--- src/htif_bridge_defs.svh ---
//*****************************
// HTIF bridge constants
// address map, widths, UART-lite layout
//*****************************

`ifndef HTIF_BRIDGE_DEFS_SVH
`define HTIF_BRIDGE_DEFS_SVH

`define HTIF_AW 64
`define HTIF_DW 64

// HTIF registers, both nonzero
`define HTIF_TOHOST   64'h1000
`define HTIF_FROMHOST 64'h1008

// UART-lite, FIFO sits at the base
`define UART_BASE     64'h10000000
`define UART_STAT_OFS 8

`define UART_RX_VALID_BIT 0
`define UART_TX_FULL_BIT  3
`define UART_TX_STRB      4 // byte lane of the tx FIFO

// console codes in bits 63:56 and 55:48
`define CONSOLE_DEV       8'd1
`define CONSOLE_CMD_WRITE 8'd1

`endif

--- src/htif_pkg.sv ---
//*****************************
// HTIF bridge types
// AXI channels, UART requests, FSM states
//*****************************

`include "htif_bridge_defs.svh"

package htif_pkg;

    typedef struct packed {
        logic                valid;
        logic [`HTIF_AW-1:0] addr;
        logic [7:0]          len;
    } axi_aw_t;

    typedef axi_aw_t axi_ar_t;

    typedef struct packed {
        logic                  valid;
        logic [`HTIF_DW-1:0]   data;
        logic [`HTIF_DW/8-1:0] strb;
        logic                  last;
    } axi_w_t;

    typedef struct packed {
        logic                valid;
        logic [`HTIF_DW-1:0] data;
        logic                last;
    } axi_r_t;

    typedef struct packed {
        logic valid;
    } axi_b_t;

    typedef enum logic [1:0] {
        UART_NONE,
        UART_TX,
        UART_RX
    } uart_op_e;

    typedef struct packed {
        uart_op_e   op;
        logic [7:0] data; // character for tx
    } uart_req_t;

    typedef struct packed {
        logic       done;
        logic       rx_valid;
        logic [7:0] rx_byte;
    } uart_result_t;

    typedef enum logic [3:0] {
        U_IDLE,
        U_POLL_AR,
        U_POLL_R,
        U_TX_AWW,
        U_TX_WAIT,
        U_TX_B,
        U_RX_AR,
        U_RX_AR_WAIT,
        U_RX_R,
        U_RECOVER
    } uart_state_e;

endpackage

--- src/htif_route.sv ---
//*****************************
// HTIF route
// steers core AXI to memory or HTIF regs
//*****************************

`timescale 1ns/100ps
`include "htif_bridge_defs.svh"

module htif_route (
    input  logic                  clk,
    input  logic                  rst,
    input  htif_pkg::axi_aw_t     core_aw_i,
    input  htif_pkg::axi_w_t      core_w_i,
    input  htif_pkg::axi_ar_t     core_ar_i,
    input  logic                  core_b_ready_i,
    input  logic                  core_r_ready_i,
    input  logic                  slave_aw_ready_i,
    input  logic                  slave_w_ready_i,
    input  logic                  slave_ar_ready_i,
    input  htif_pkg::axi_b_t      slave_b_i,
    input  htif_pkg::axi_r_t      slave_r_i,
    input  htif_pkg::axi_aw_t     uart_aw_i,
    input  htif_pkg::axi_w_t      uart_w_i,
    input  htif_pkg::axi_ar_t     uart_ar_i,
    input  logic                  uart_b_ready_i,
    input  logic                  uart_r_ready_i,
    input  logic                  mem_aw_ready_i,
    input  logic                  mem_w_ready_i,
    input  logic                  mem_ar_ready_i,
    input  htif_pkg::axi_b_t      mem_b_i,
    input  htif_pkg::axi_r_t      mem_r_i,
    input  logic                  htif_done_i,
    output logic                  htif_sel_o,
    output logic                  core_aw_ready_o,
    output logic                  core_w_ready_o,
    output logic                  core_ar_ready_o,
    output htif_pkg::axi_b_t      core_b_o,
    output htif_pkg::axi_r_t      core_r_o,
    output htif_pkg::axi_aw_t     mem_aw_o,
    output htif_pkg::axi_w_t      mem_w_o,
    output htif_pkg::axi_ar_t     mem_ar_o,
    output logic                  mem_b_ready_o,
    output logic                  mem_r_ready_o,
    output logic                  uart_aw_ready_o,
    output logic                  uart_w_ready_o,
    output logic                  uart_ar_ready_o,
    output htif_pkg::axi_b_t      uart_b_o,
    output htif_pkg::axi_r_t      uart_r_o
);
    import htif_pkg::*;

    logic hit;
    logic win_q;

    // single beat to TOHOST or FROMHOST
    function automatic logic is_htif(input logic [`HTIF_AW-1:0] addr, input logic [7:0] len);
        return len == 8'd0 && (addr == `HTIF_TOHOST || addr == `HTIF_FROMHOST);
    endfunction

    assign hit = (core_aw_i.valid && is_htif(core_aw_i.addr, core_aw_i.len))
              || (core_ar_i.valid && is_htif(core_ar_i.addr, core_ar_i.len));
    assign htif_sel_o = hit || win_q;

    always_ff @(posedge clk) begin
        if (rst) begin
            win_q <= 1'b0;
        end else if (htif_done_i) begin
            win_q <= 1'b0;
        end else if (hit) begin
            win_q <= 1'b1;
        end
    end

    // core side sees HTIF regs inside the window
    assign core_aw_ready_o = htif_sel_o ? slave_aw_ready_i : mem_aw_ready_i;
    assign core_w_ready_o  = htif_sel_o ? slave_w_ready_i  : mem_w_ready_i;
    assign core_ar_ready_o = htif_sel_o ? slave_ar_ready_i : mem_ar_ready_i;
    assign core_b_o        = htif_sel_o ? slave_b_i        : mem_b_i;
    assign core_r_o        = htif_sel_o ? slave_r_i        : mem_r_i;

    // memory side belongs to the UART master inside the window
    assign mem_aw_o      = htif_sel_o ? uart_aw_i      : core_aw_i;
    assign mem_w_o       = htif_sel_o ? uart_w_i       : core_w_i;
    assign mem_ar_o      = htif_sel_o ? uart_ar_i      : core_ar_i;
    assign mem_b_ready_o = htif_sel_o ? uart_b_ready_i : core_b_ready_i;
    assign mem_r_ready_o = htif_sel_o ? uart_r_ready_i : core_r_ready_i;

    assign uart_aw_ready_o = htif_sel_o && mem_aw_ready_i;
    assign uart_w_ready_o  = htif_sel_o && mem_w_ready_i;
    assign uart_ar_ready_o = htif_sel_o && mem_ar_ready_i;
    assign uart_b_o        = htif_sel_o ? mem_b_i : '0;
    assign uart_r_o        = htif_sel_o ? mem_r_i : '0;

    // a pending register response always reaches the core
    a_sel_holds: assert property (@(posedge clk) disable iff (rst)
        (slave_r_i.valid || slave_b_i.valid) |-> htif_sel_o);

endmodule

--- src/htif_regs.sv ---
//*****************************
// HTIF registers
// TOHOST/FROMHOST slave, console requests
//*****************************

`timescale 1ns/100ps
`include "htif_bridge_defs.svh"

module htif_regs (
    input  logic                   clk,
    input  logic                   rst,
    input  logic                   htif_sel_i,
    input  htif_pkg::axi_aw_t      core_aw_i,
    input  htif_pkg::axi_w_t       core_w_i,
    input  htif_pkg::axi_ar_t      core_ar_i,
    input  logic                   core_b_ready_i,
    input  logic                   core_r_ready_i,
    input  htif_pkg::uart_result_t uart_result_i,
    output logic                   slave_aw_ready_o,
    output logic                   slave_w_ready_o,
    output logic                   slave_ar_ready_o,
    output htif_pkg::axi_b_t       slave_b_o,
    output htif_pkg::axi_r_t       slave_r_o,
    output htif_pkg::uart_req_t    uart_req_o,
    output logic                   htif_done_o
);
    import htif_pkg::*;

    logic [`HTIF_DW-1:0] tohost_q;
    logic [`HTIF_DW-1:0] fromhost_q;
    logic [`HTIF_AW-1:0] waddr_q;
    logic [`HTIF_DW-1:0] wdata_q;
    logic [`HTIF_AW-1:0] waddr;
    logic [`HTIF_DW-1:0] wdata;
    logic aw_fire, w_fire, ar_fire, b_fire, r_fire;
    logic wr_commit;
    logic console;
    logic busy_q;    // UART action running
    logic rx_pend_q; // FROMHOST read found it empty

    assign aw_fire = htif_sel_i && core_aw_i.valid && slave_aw_ready_o;
    assign w_fire  = htif_sel_i && core_w_i.valid && slave_w_ready_o;
    assign ar_fire = htif_sel_i && core_ar_i.valid && slave_ar_ready_o;
    assign b_fire  = slave_b_o.valid && core_b_ready_i;
    assign r_fire  = slave_r_o.valid && core_r_ready_i;

    // beat of this cycle or the one held
    assign waddr = slave_aw_ready_o ? core_aw_i.addr : waddr_q;
    assign wdata = slave_w_ready_o ? core_w_i.data : wdata_q;
    assign wr_commit = !busy_q && !slave_b_o.valid
                    && (aw_fire || !slave_aw_ready_o) && (w_fire || !slave_w_ready_o);

    assign console = tohost_q[63:56] == `CONSOLE_DEV && tohost_q[55:48] == `CONSOLE_CMD_WRITE;

    assign htif_done_o = (r_fire && !rx_pend_q) || (b_fire && !console)
                      || (busy_q && uart_result_i.done);

    always_ff @(posedge clk) begin
        if (rst) begin
            tohost_q         <= '0;
            fromhost_q       <= '0;
            slave_aw_ready_o <= 1'b1;
            slave_w_ready_o  <= 1'b1;
            slave_ar_ready_o <= 1'b1;
            slave_b_o        <= '0;
            slave_r_o.valid  <= 1'b0;
            busy_q           <= 1'b0;
            rx_pend_q        <= 1'b0;
            uart_req_o       <= '{op: UART_NONE, data: 8'd0};
        end else begin
            uart_req_o.op <= UART_NONE; // request is a pulse
            if (aw_fire) begin
                slave_aw_ready_o <= 1'b0;
                waddr_q          <= core_aw_i.addr;
            end
            if (w_fire) begin
                slave_w_ready_o <= 1'b0;
                wdata_q         <= core_w_i.data;
            end
            if (wr_commit) begin
                slave_b_o.valid <= 1'b1;
                if (waddr == `HTIF_TOHOST) tohost_q <= wdata;
                if (waddr == `HTIF_FROMHOST) fromhost_q <= wdata;
            end
            if (ar_fire) begin
                slave_ar_ready_o <= 1'b0;
                slave_r_o.valid  <= 1'b1;
                slave_r_o.last   <= 1'b1;
                slave_r_o.data   <= core_ar_i.addr == `HTIF_TOHOST ? tohost_q : fromhost_q;
                if (core_ar_i.addr == `HTIF_FROMHOST && fromhost_q == '0) rx_pend_q <= 1'b1;
            end
            if (r_fire) begin
                slave_r_o.valid <= 1'b0;
                if (rx_pend_q) begin // fetch a byte while the core waits
                    busy_q           <= 1'b1;
                    slave_aw_ready_o <= 1'b0;
                    slave_w_ready_o  <= 1'b0;
                    uart_req_o.op    <= UART_RX;
                end else begin
                    slave_ar_ready_o <= 1'b1;
                end
            end
            if (b_fire) begin
                slave_b_o.valid <= 1'b0;
                if (console) begin
                    busy_q           <= 1'b1;
                    slave_ar_ready_o <= 1'b0;
                    uart_req_o       <= '{op: UART_TX, data: tohost_q[7:0]};
                end else begin
                    slave_aw_ready_o <= 1'b1;
                    slave_w_ready_o  <= 1'b1;
                    tohost_q         <= '0;
                end
            end
            if (busy_q && uart_result_i.done) begin
                busy_q           <= 1'b0;
                rx_pend_q        <= 1'b0;
                slave_aw_ready_o <= 1'b1;
                slave_w_ready_o  <= 1'b1;
                slave_ar_ready_o <= 1'b1;
                if (!rx_pend_q) begin
                    tohost_q <= '0;
                end else if (uart_result_i.rx_valid) begin
                    // byte lands in bits 7:0
                    fromhost_q <= {`CONSOLE_DEV, `CONSOLE_CMD_WRITE, 40'd0,
                                   uart_result_i.rx_byte};
                end
            end
        end
    end

endmodule

--- src/uart_lite_master.sv ---
//*****************************
// UART-lite master
// status polling and FIFO access over AXI
//*****************************

`timescale 1ns/100ps
`include "htif_bridge_defs.svh"

module uart_lite_master (
    input  logic                   clk,
    input  logic                   rst,
    input  htif_pkg::uart_req_t    uart_req_i,
    input  logic                   aw_ready_i,
    input  logic                   w_ready_i,
    input  logic                   ar_ready_i,
    input  htif_pkg::axi_b_t       b_i,
    input  htif_pkg::axi_r_t       r_i,
    output htif_pkg::axi_aw_t      aw_o,
    output htif_pkg::axi_w_t       w_o,
    output htif_pkg::axi_ar_t      ar_o,
    output logic                   b_ready_o,
    output logic                   r_ready_o,
    output htif_pkg::uart_result_t uart_result_o
);
    import htif_pkg::*;

    localparam logic [`HTIF_AW-1:0] STAT_ADDR = `UART_BASE + `UART_STAT_OFS;

    uart_state_e state_q;
    uart_op_e    op_q;
    logic [7:0]  char_q;
    logic        rx_valid_q;
    logic [7:0]  rx_byte_q;

    assign uart_result_o = '{done: state_q == U_RECOVER, rx_valid: rx_valid_q,
                             rx_byte: rx_byte_q};

    always_ff @(posedge clk) begin
        if (rst) begin
            state_q    <= U_IDLE;
            aw_o.valid <= 1'b0;
            w_o.valid  <= 1'b0;
            ar_o.valid <= 1'b0;
            b_ready_o  <= 1'b0;
            r_ready_o  <= 1'b0;
            rx_valid_q <= 1'b0;
            rx_byte_q  <= 8'd0;
        end else begin
            case (state_q)
                U_IDLE: if (uart_req_i.op != UART_NONE) begin
                    op_q       <= uart_req_i.op;
                    char_q     <= uart_req_i.data;
                    rx_valid_q <= 1'b0;
                    ar_o       <= '{valid: 1'b1, addr: STAT_ADDR, len: 8'd0};
                    state_q    <= U_POLL_AR;
                end
                U_POLL_AR: if (ar_ready_i) begin
                    ar_o.valid <= 1'b0;
                    r_ready_o  <= 1'b1;
                    state_q    <= U_POLL_R;
                end
                U_POLL_R: if (r_i.valid) begin
                    r_ready_o <= 1'b0;
                    if (op_q == UART_RX) begin
                        state_q <= r_i.data[`UART_RX_VALID_BIT] ? U_RX_AR : U_RECOVER;
                    end else if (r_i.data[`UART_TX_FULL_BIT]) begin
                        ar_o.valid <= 1'b1; // tx FIFO full, poll again
                        state_q    <= U_POLL_AR;
                    end else begin
                        state_q <= U_TX_AWW;
                    end
                end
                U_TX_AWW: begin
                    aw_o    <= '{valid: 1'b1, addr: `UART_BASE, len: 8'd0};
                    w_o     <= '{valid: 1'b1, data: {24'd0, char_q, 32'd0},
                                 strb: 8'(1 << `UART_TX_STRB), last: 1'b1};
                    state_q <= U_TX_WAIT;
                end
                U_TX_WAIT: begin
                    if (aw_ready_i) aw_o.valid <= 1'b0;
                    if (w_ready_i) w_o.valid <= 1'b0;
                    if (!aw_o.valid && !w_o.valid) begin
                        b_ready_o <= 1'b1;
                        state_q   <= U_TX_B;
                    end
                end
                U_TX_B: if (b_i.valid) begin
                    b_ready_o <= 1'b0;
                    state_q   <= U_RECOVER;
                end
                U_RX_AR: begin
                    ar_o    <= '{valid: 1'b1, addr: `UART_BASE, len: 8'd0};
                    state_q <= U_RX_AR_WAIT;
                end
                U_RX_AR_WAIT: if (ar_ready_i) begin
                    ar_o.valid <= 1'b0;
                    r_ready_o  <= 1'b1;
                    state_q    <= U_RX_R;
                end
                U_RX_R: if (r_i.valid) begin
                    r_ready_o  <= 1'b0;
                    rx_valid_q <= 1'b1;
                    rx_byte_q  <= r_i.data[7:0];
                    state_q    <= U_RECOVER;
                end
                U_RECOVER: state_q <= U_IDLE; // done pulse
                default:   state_q <= U_IDLE;
            endcase
        end
    end

    a_aw_hold: assert property (@(posedge clk) disable iff (rst)
        aw_o.valid && !aw_ready_i |=> aw_o.valid);
    a_w_hold: assert property (@(posedge clk) disable iff (rst)
        w_o.valid && !w_ready_i |=> w_o.valid);

endmodule

--- src/htif_bridge.sv ---
//*****************************
// HTIF console bridge top
//*****************************

`timescale 1ns/100ps

module htif_bridge (
    input  logic              clk,
    input  logic              rst,
    input  htif_pkg::axi_aw_t core_aw_i,
    input  htif_pkg::axi_w_t  core_w_i,
    input  htif_pkg::axi_ar_t core_ar_i,
    input  logic              core_b_ready_i,
    input  logic              core_r_ready_i,
    output logic              core_aw_ready_o,
    output logic              core_w_ready_o,
    output logic              core_ar_ready_o,
    output htif_pkg::axi_b_t  core_b_o,
    output htif_pkg::axi_r_t  core_r_o,
    output htif_pkg::axi_aw_t mem_aw_o,
    output htif_pkg::axi_w_t  mem_w_o,
    output htif_pkg::axi_ar_t mem_ar_o,
    output logic              mem_b_ready_o,
    output logic              mem_r_ready_o,
    input  logic              mem_aw_ready_i,
    input  logic              mem_w_ready_i,
    input  logic              mem_ar_ready_i,
    input  htif_pkg::axi_b_t  mem_b_i,
    input  htif_pkg::axi_r_t  mem_r_i
);
    import htif_pkg::*;

    logic         htif_sel, htif_done;
    logic         slave_aw_ready, slave_w_ready, slave_ar_ready;
    axi_b_t       slave_b;
    axi_r_t       slave_r;
    axi_aw_t      uart_aw;
    axi_w_t       uart_w;
    axi_ar_t      uart_ar;
    logic         uart_b_ready, uart_r_ready;
    logic         uart_aw_ready, uart_w_ready, uart_ar_ready;
    axi_b_t       uart_b;
    axi_r_t       uart_r;
    uart_req_t    uart_req;
    uart_result_t uart_result;

    htif_route i_route (
        .clk, .rst, .core_aw_i, .core_w_i, .core_ar_i, .core_b_ready_i, .core_r_ready_i,
        .slave_aw_ready_i(slave_aw_ready), .slave_w_ready_i(slave_w_ready),
        .slave_ar_ready_i(slave_ar_ready), .slave_b_i(slave_b), .slave_r_i(slave_r),
        .uart_aw_i(uart_aw), .uart_w_i(uart_w), .uart_ar_i(uart_ar),
        .uart_b_ready_i(uart_b_ready), .uart_r_ready_i(uart_r_ready),
        .mem_aw_ready_i, .mem_w_ready_i, .mem_ar_ready_i, .mem_b_i, .mem_r_i,
        .htif_done_i(htif_done), .htif_sel_o(htif_sel),
        .core_aw_ready_o, .core_w_ready_o, .core_ar_ready_o, .core_b_o, .core_r_o,
        .mem_aw_o, .mem_w_o, .mem_ar_o, .mem_b_ready_o, .mem_r_ready_o,
        .uart_aw_ready_o(uart_aw_ready), .uart_w_ready_o(uart_w_ready),
        .uart_ar_ready_o(uart_ar_ready), .uart_b_o(uart_b), .uart_r_o(uart_r)
    );

    htif_regs i_regs (
        .clk, .rst, .htif_sel_i(htif_sel), .core_aw_i, .core_w_i, .core_ar_i,
        .core_b_ready_i, .core_r_ready_i, .uart_result_i(uart_result),
        .slave_aw_ready_o(slave_aw_ready), .slave_w_ready_o(slave_w_ready),
        .slave_ar_ready_o(slave_ar_ready), .slave_b_o(slave_b), .slave_r_o(slave_r),
        .uart_req_o(uart_req), .htif_done_o(htif_done)
    );

    uart_lite_master i_uart (
        .clk, .rst, .uart_req_i(uart_req),
        .aw_ready_i(uart_aw_ready), .w_ready_i(uart_w_ready), .ar_ready_i(uart_ar_ready),
        .b_i(uart_b), .r_i(uart_r), .aw_o(uart_aw), .w_o(uart_w), .ar_o(uart_ar),
        .b_ready_o(uart_b_ready), .r_ready_o(uart_r_ready), .uart_result_o(uart_result)
    );

endmodule

--- config.mk ---
export PLATFORM = sky130hd
export DESIGN_NAME = htif_bridge
export DESIGN_NICKNAME = d
export VERILOG_FILES = /design/src/htif_pkg.sv /design/src/htif_route.sv /design/src/htif_regs.sv /design/src/uart_lite_master.sv /design/src/htif_bridge.sv
export VERILOG_INCLUDE_DIRS = /design/src
export SDC_FILE = /design/constraint.sdc
export NUM_CORES = 1
export LEC_CHECK = 0
export ABC_AREA = 1
export BUFFER_PORTS_ARGS = -buffer_cell sky130_fd_sc_hd__buf_2
export CORE_ASPECT_RATIO = 1.2
export CORE_MARGIN = 1.5
export CORE_UTILIZATION = 36
export DETAILED_ROUTE_END_ITERATION = 7
export PLACE_DENSITY_LB_ADDON = 0.2
export RECOVER_POWER = 25
export SYNTH_ARGS = -nofsm -noshare
export SYNTH_HDL_FRONTEND = slang
export SYNTH_HIERARCHICAL = 1
export SYNTH_SLANG_ARGS = --single-unit
export TNS_END_PERCENT = 5
--- constraint.sdc ---
create_clock -name clk -period 9.4 [get_ports clk]
set_clock_uncertainty 0.1 [all_clocks]
set_input_delay 0.94 -clock clk [delete_from_list [all_inputs] [get_ports clk]]
set_output_delay 0.94 -clock clk [all_outputs]
set_load 0.01 [all_outputs]
==> results.tsv <==
stage	metric	value	unit
placed_design	Final GP Congestion	0.863	
global_route	total grt overflow	0	
routing	DRC errors left	0	
floorplan	horizontal die dimension	234	um
pwr	PwrDens	146	nW/um2
global_route	total track usage	23.1	%
clocking	clock buffers created by TritonCTS	43	
outcome	run status	complete, but fails checks	
clocking	CTS Hold Buffers Added	0	
pwr	total power consumption of the routed design	3.86	mW
worst_setup_path	largest fanout of any net on the critical path	108	
clocking	Clock Latency Late Sink	580	ps
worst_setup_path	R2R Setup Slk	5340	ps
sta	worst max-slew margin expressed relative to the limit	-94.7	%
worst_setup_path	endpoint kind of the worst setup timing path	flop	
min_path	WHS Path Cells	0	
worst_setup_path	FF-to-FF End	i_regs/fromhost_q[60]	
global_route	layer carrying the most global-route usage	met2	
min_path	Hold Crit Class	reg -> reg	
routing	wire length per cell after detailed routing	17.3	um
floorplan	number of ports placed on the die boundary	586	
clocking	setup fix buffers added after clock tree synthesis	0	
pwr	largest vdd supply drop	0.122	mV
floorplan	Initial Util	36.4	%
routing	vias per cell	4.77	
floorplan	number of cell rows	101	
yosys	Syn Inst Count	3210	
clocking	clock sink count	375	
cells_and_area	Layout area overhead	15.2	%
sta	Peak Freq	0.186	GHz
global_route	first-pass GRT wire length	118000	um
routing	DR vias	21500	
clocking	H-tree depth reported by CTS	2	
routing	initial detailed-routing violation count	1430	
floorplan	die footprint	65500	um2
routing	routed wire length	78300	um
worst_setup_path	critical path startpoint category	input pin	
placed_design	Port-buffer cells	585	
min_path	Hold Crit Start	i_uart/char_q[4]	
global_route	met1 GRT Util	30.3	%
pwr	Reg power frac	45.2	%
sta	share of the clock period used by the worst path	57.3	%
sta	setup repair after global routing missed its margin	false	
worst_setup_path	data required time at the worst endpoint	9760	ps
floorplan	die outline height	280	um
pwr	Net Switching	1.02	mW
worst_setup_path	worst setup path category	in -> reg	
clocking	Worst-path clk slew	60	ps
worst_setup_path	critical register-to-register path startpoint	i_regs/slave_aw_ready_o	
global_route	pin count of the biggest net entering global routing	196	
yosys	Mapped Avg Cell Area	7.17	um2
pwr	share of total power in combinational logic	12.6	%
pwr	internal cell power	2.84	mW
pwr	proportion of power drawn by the clock network	42.3	%
yosys	synth warn	6	
flow_run	max-capacitance violation count	2	
sta	hold violation total from the final report	0	
floorplan	floorplan core area	63300	um2
pwr	leakage	12.4	nW
sta	Slew @ Worst Pin	2910	ps
sta	max-slew violations	108	
min_path	Hold Crit Endpoint	i_uart/w_o[45]	
global_route	antenna violations before repair	4	
cells_and_area	final-stage net count	3947	
sta	final setup violating endpoints	0	
global_route	vias in the first global route	19700	
outcome	violated checks	max-capacitance violations, max-slew violations	
clocking	CTS Buffer Depth	3	
worst_setup_path	CP arrival	5740	ps
sta	minimum period implied by the final worst setup slack	5380	ps
worst_setup_path	CP Launch Point	core_aw_i[3]	
sta	final total negative setup slack	0	ps
clocking	number of gates given a new drive strength after cts	0	
routing	final antenna-violating net count	0	
yosys	summed instance area of the synthesized netlist	23000	um2
global_route	met2 Resource Use GR	39.4	%
pwr	Sw Share	26.5	%
global_route	GR Util met3	3.01	%
clocking	CTS tree	done	
cells_and_area	ratio of cells with drive above 1 in the final layout	15.7	%
routing	length of the first detailed-routing pass in iterations	5	
worst_setup_path	Register-to-Register Path Depth	13	
clocking	clock root cell	sky130_fd_sc_hd__clkbuf_16	
placed_design	DP HPWL	55000	um
area by class of cell:
type,count,area (um2)
Tap cell,824,1030
Inverter,107,409
Fill cell,6823,36800
Timing Repair Buffer,610,2970
Clock inverter,14,119
Multi-Input combinational cell,2516,11100
Sequential cell,375,9620
Antenna cell,2,5.00
Clock buffer,66,1240
critical path, stage by stage:
cell and delay, ps:
sky130_fd_sc_hd__buf_2 130, sky130_fd_sc_hd__nor2_1 460, sky130_fd_sc_hd__nand4_1 180, sky130_fd_sc_hd__nor2_1 250, sky130_fd_sc_hd__nand3_4 410, sky130_fd_sc_hd__nand3_4 480, sky130_fd_sc_hd__nand2_1 160, sky130_fd_sc_hd__nand2_1 130
sky130_fd_sc_hd__inv_1 50, sky130_fd_sc_hd__nor2_1 140, sky130_fd_sc_hd__nand2_1 80, sky130_fd_sc_hd__nor2_1 110, sky130_fd_sc_hd__nand2_1 90, sky130_fd_sc_hd__nor2_1 680, sky130_fd_sc_hd__and2_4 960, sky130_fd_sc_hd__nand2_1 100
sky130_fd_sc_hd__nand2_1 100, sky130_fd_sc_hd__nor2_1 50
layer usage:
metal / vias to the layer above / routed length [um]
li1: 11000 / -
met5: - / 19
met1: 9813 / 34400
met2: 577 / 38200
met4: 4 / 1950
met3: 95 / 3760
worst max path at each step:
stage,end,slack [ps],depth (start not counted)
floorplan,i_regs/waddr_q[0],2470,11
global placement,i_regs/fromhost_q[46],3380,18
detailed placement,i_regs/fromhost_q[12],3300,18
CTS,i_regs/fromhost_q[12],3920,18
global route,i_regs/fromhost_q[26],3570,18
finish,i_regs/fromhost_q[60],4020,18
through the flow:
step           std cells  setup WS, ps  util, %  cell area (um2)  hold WS [ps]
2_1_floorplan       3416          2470        -            23800           300
3_3_place_gp        4432          3380     40.0            25300           302
3_5_place_dp        4432          3300     40.0            25300           305
4_1_cts             4512          3920     42.2            26700           332
5_1_grt             4514          3570     41.9            26500           336
6_report            4514          4020     41.9            26500           328
flip-flops by register name, indices dropped and copies added (netlist names):
register,cells
i_regs/slave_ar_ready_o,1
i_uart/ar_o,2
i_uart/rx_byte_q,8
i_regs/slave_aw_ready_o,1
i_route/win_q,1
i_uart/op_q,2
i_regs/uart_req_o,10
i_regs/waddr_q,64
i_regs/busy_q,1
i_regs/tohost_q,64
i_regs/rx_pend_q,1
i_uart/r_ready_o,1
i_regs/fromhost_q,64
i_uart/aw_o,1
i_regs/slave_w_ready_o,1
i_uart/state_q,4
i_regs/wdata_q,64
i_uart/rx_valid_q,1
i_uart/b_ready_o,1
i_regs/slave_r_o,65
i_uart/char_q,8
i_uart/w_o,9
i_regs/slave_b_o,1
layout by cell type (no fill, tap or decap), types with 4 or more instances in the layout:
cell / instances
sky130_fd_sc_hd__edfxtp_1: 211
sky130_fd_sc_hd__buf_2: 456
sky130_fd_sc_hd__inv_1: 103
sky130_fd_sc_hd__clkinv_2: 7
sky130_fd_sc_hd__o21ai_1: 6
sky130_fd_sc_hd__nand3_1: 123
sky130_fd_sc_hd__mux2i_1: 55
sky130_fd_sc_hd__o21ai_0: 26
sky130_fd_sc_hd__clkbuf_16: 43
sky130_fd_sc_hd__nand2_1: 1136
sky130_fd_sc_hd__nand4_1: 310
sky130_fd_sc_hd__nor3_1: 7
sky130_fd_sc_hd__dfxtp_1: 163
sky130_fd_sc_hd__clkinv_4: 4
sky130_fd_sc_hd__clkbuf_8: 8
sky130_fd_sc_hd__clkbuf_1: 146
sky130_fd_sc_hd__a21oi_1: 23
sky130_fd_sc_hd__or2_2: 11
sky130_fd_sc_hd__nor4_1: 20
sky130_fd_sc_hd__nand3b_1: 20
sky130_fd_sc_hd__nor2_1: 540
sky130_fd_sc_hd__conb_1: 209
sky130_fd_sc_hd__buf_4: 21
power groups by stage:
| stage | sequential [mW] | combinational, mW | clock [mW] |
|---|---|---|---|
| floorplan | 1.78 | 0.326 | 0 |
| global placement | 1.78 | 0.494 | 0 |
| detailed placement | 1.78 | 0.494 | 0 |
| CTS | 1.75 | 0.496 | 1.69 |
| global route | 1.75 | 0.544 | 1.74 |
| finish | 1.75 | 0.485 | 1.63 |
(Power assumes the default switching activity.)
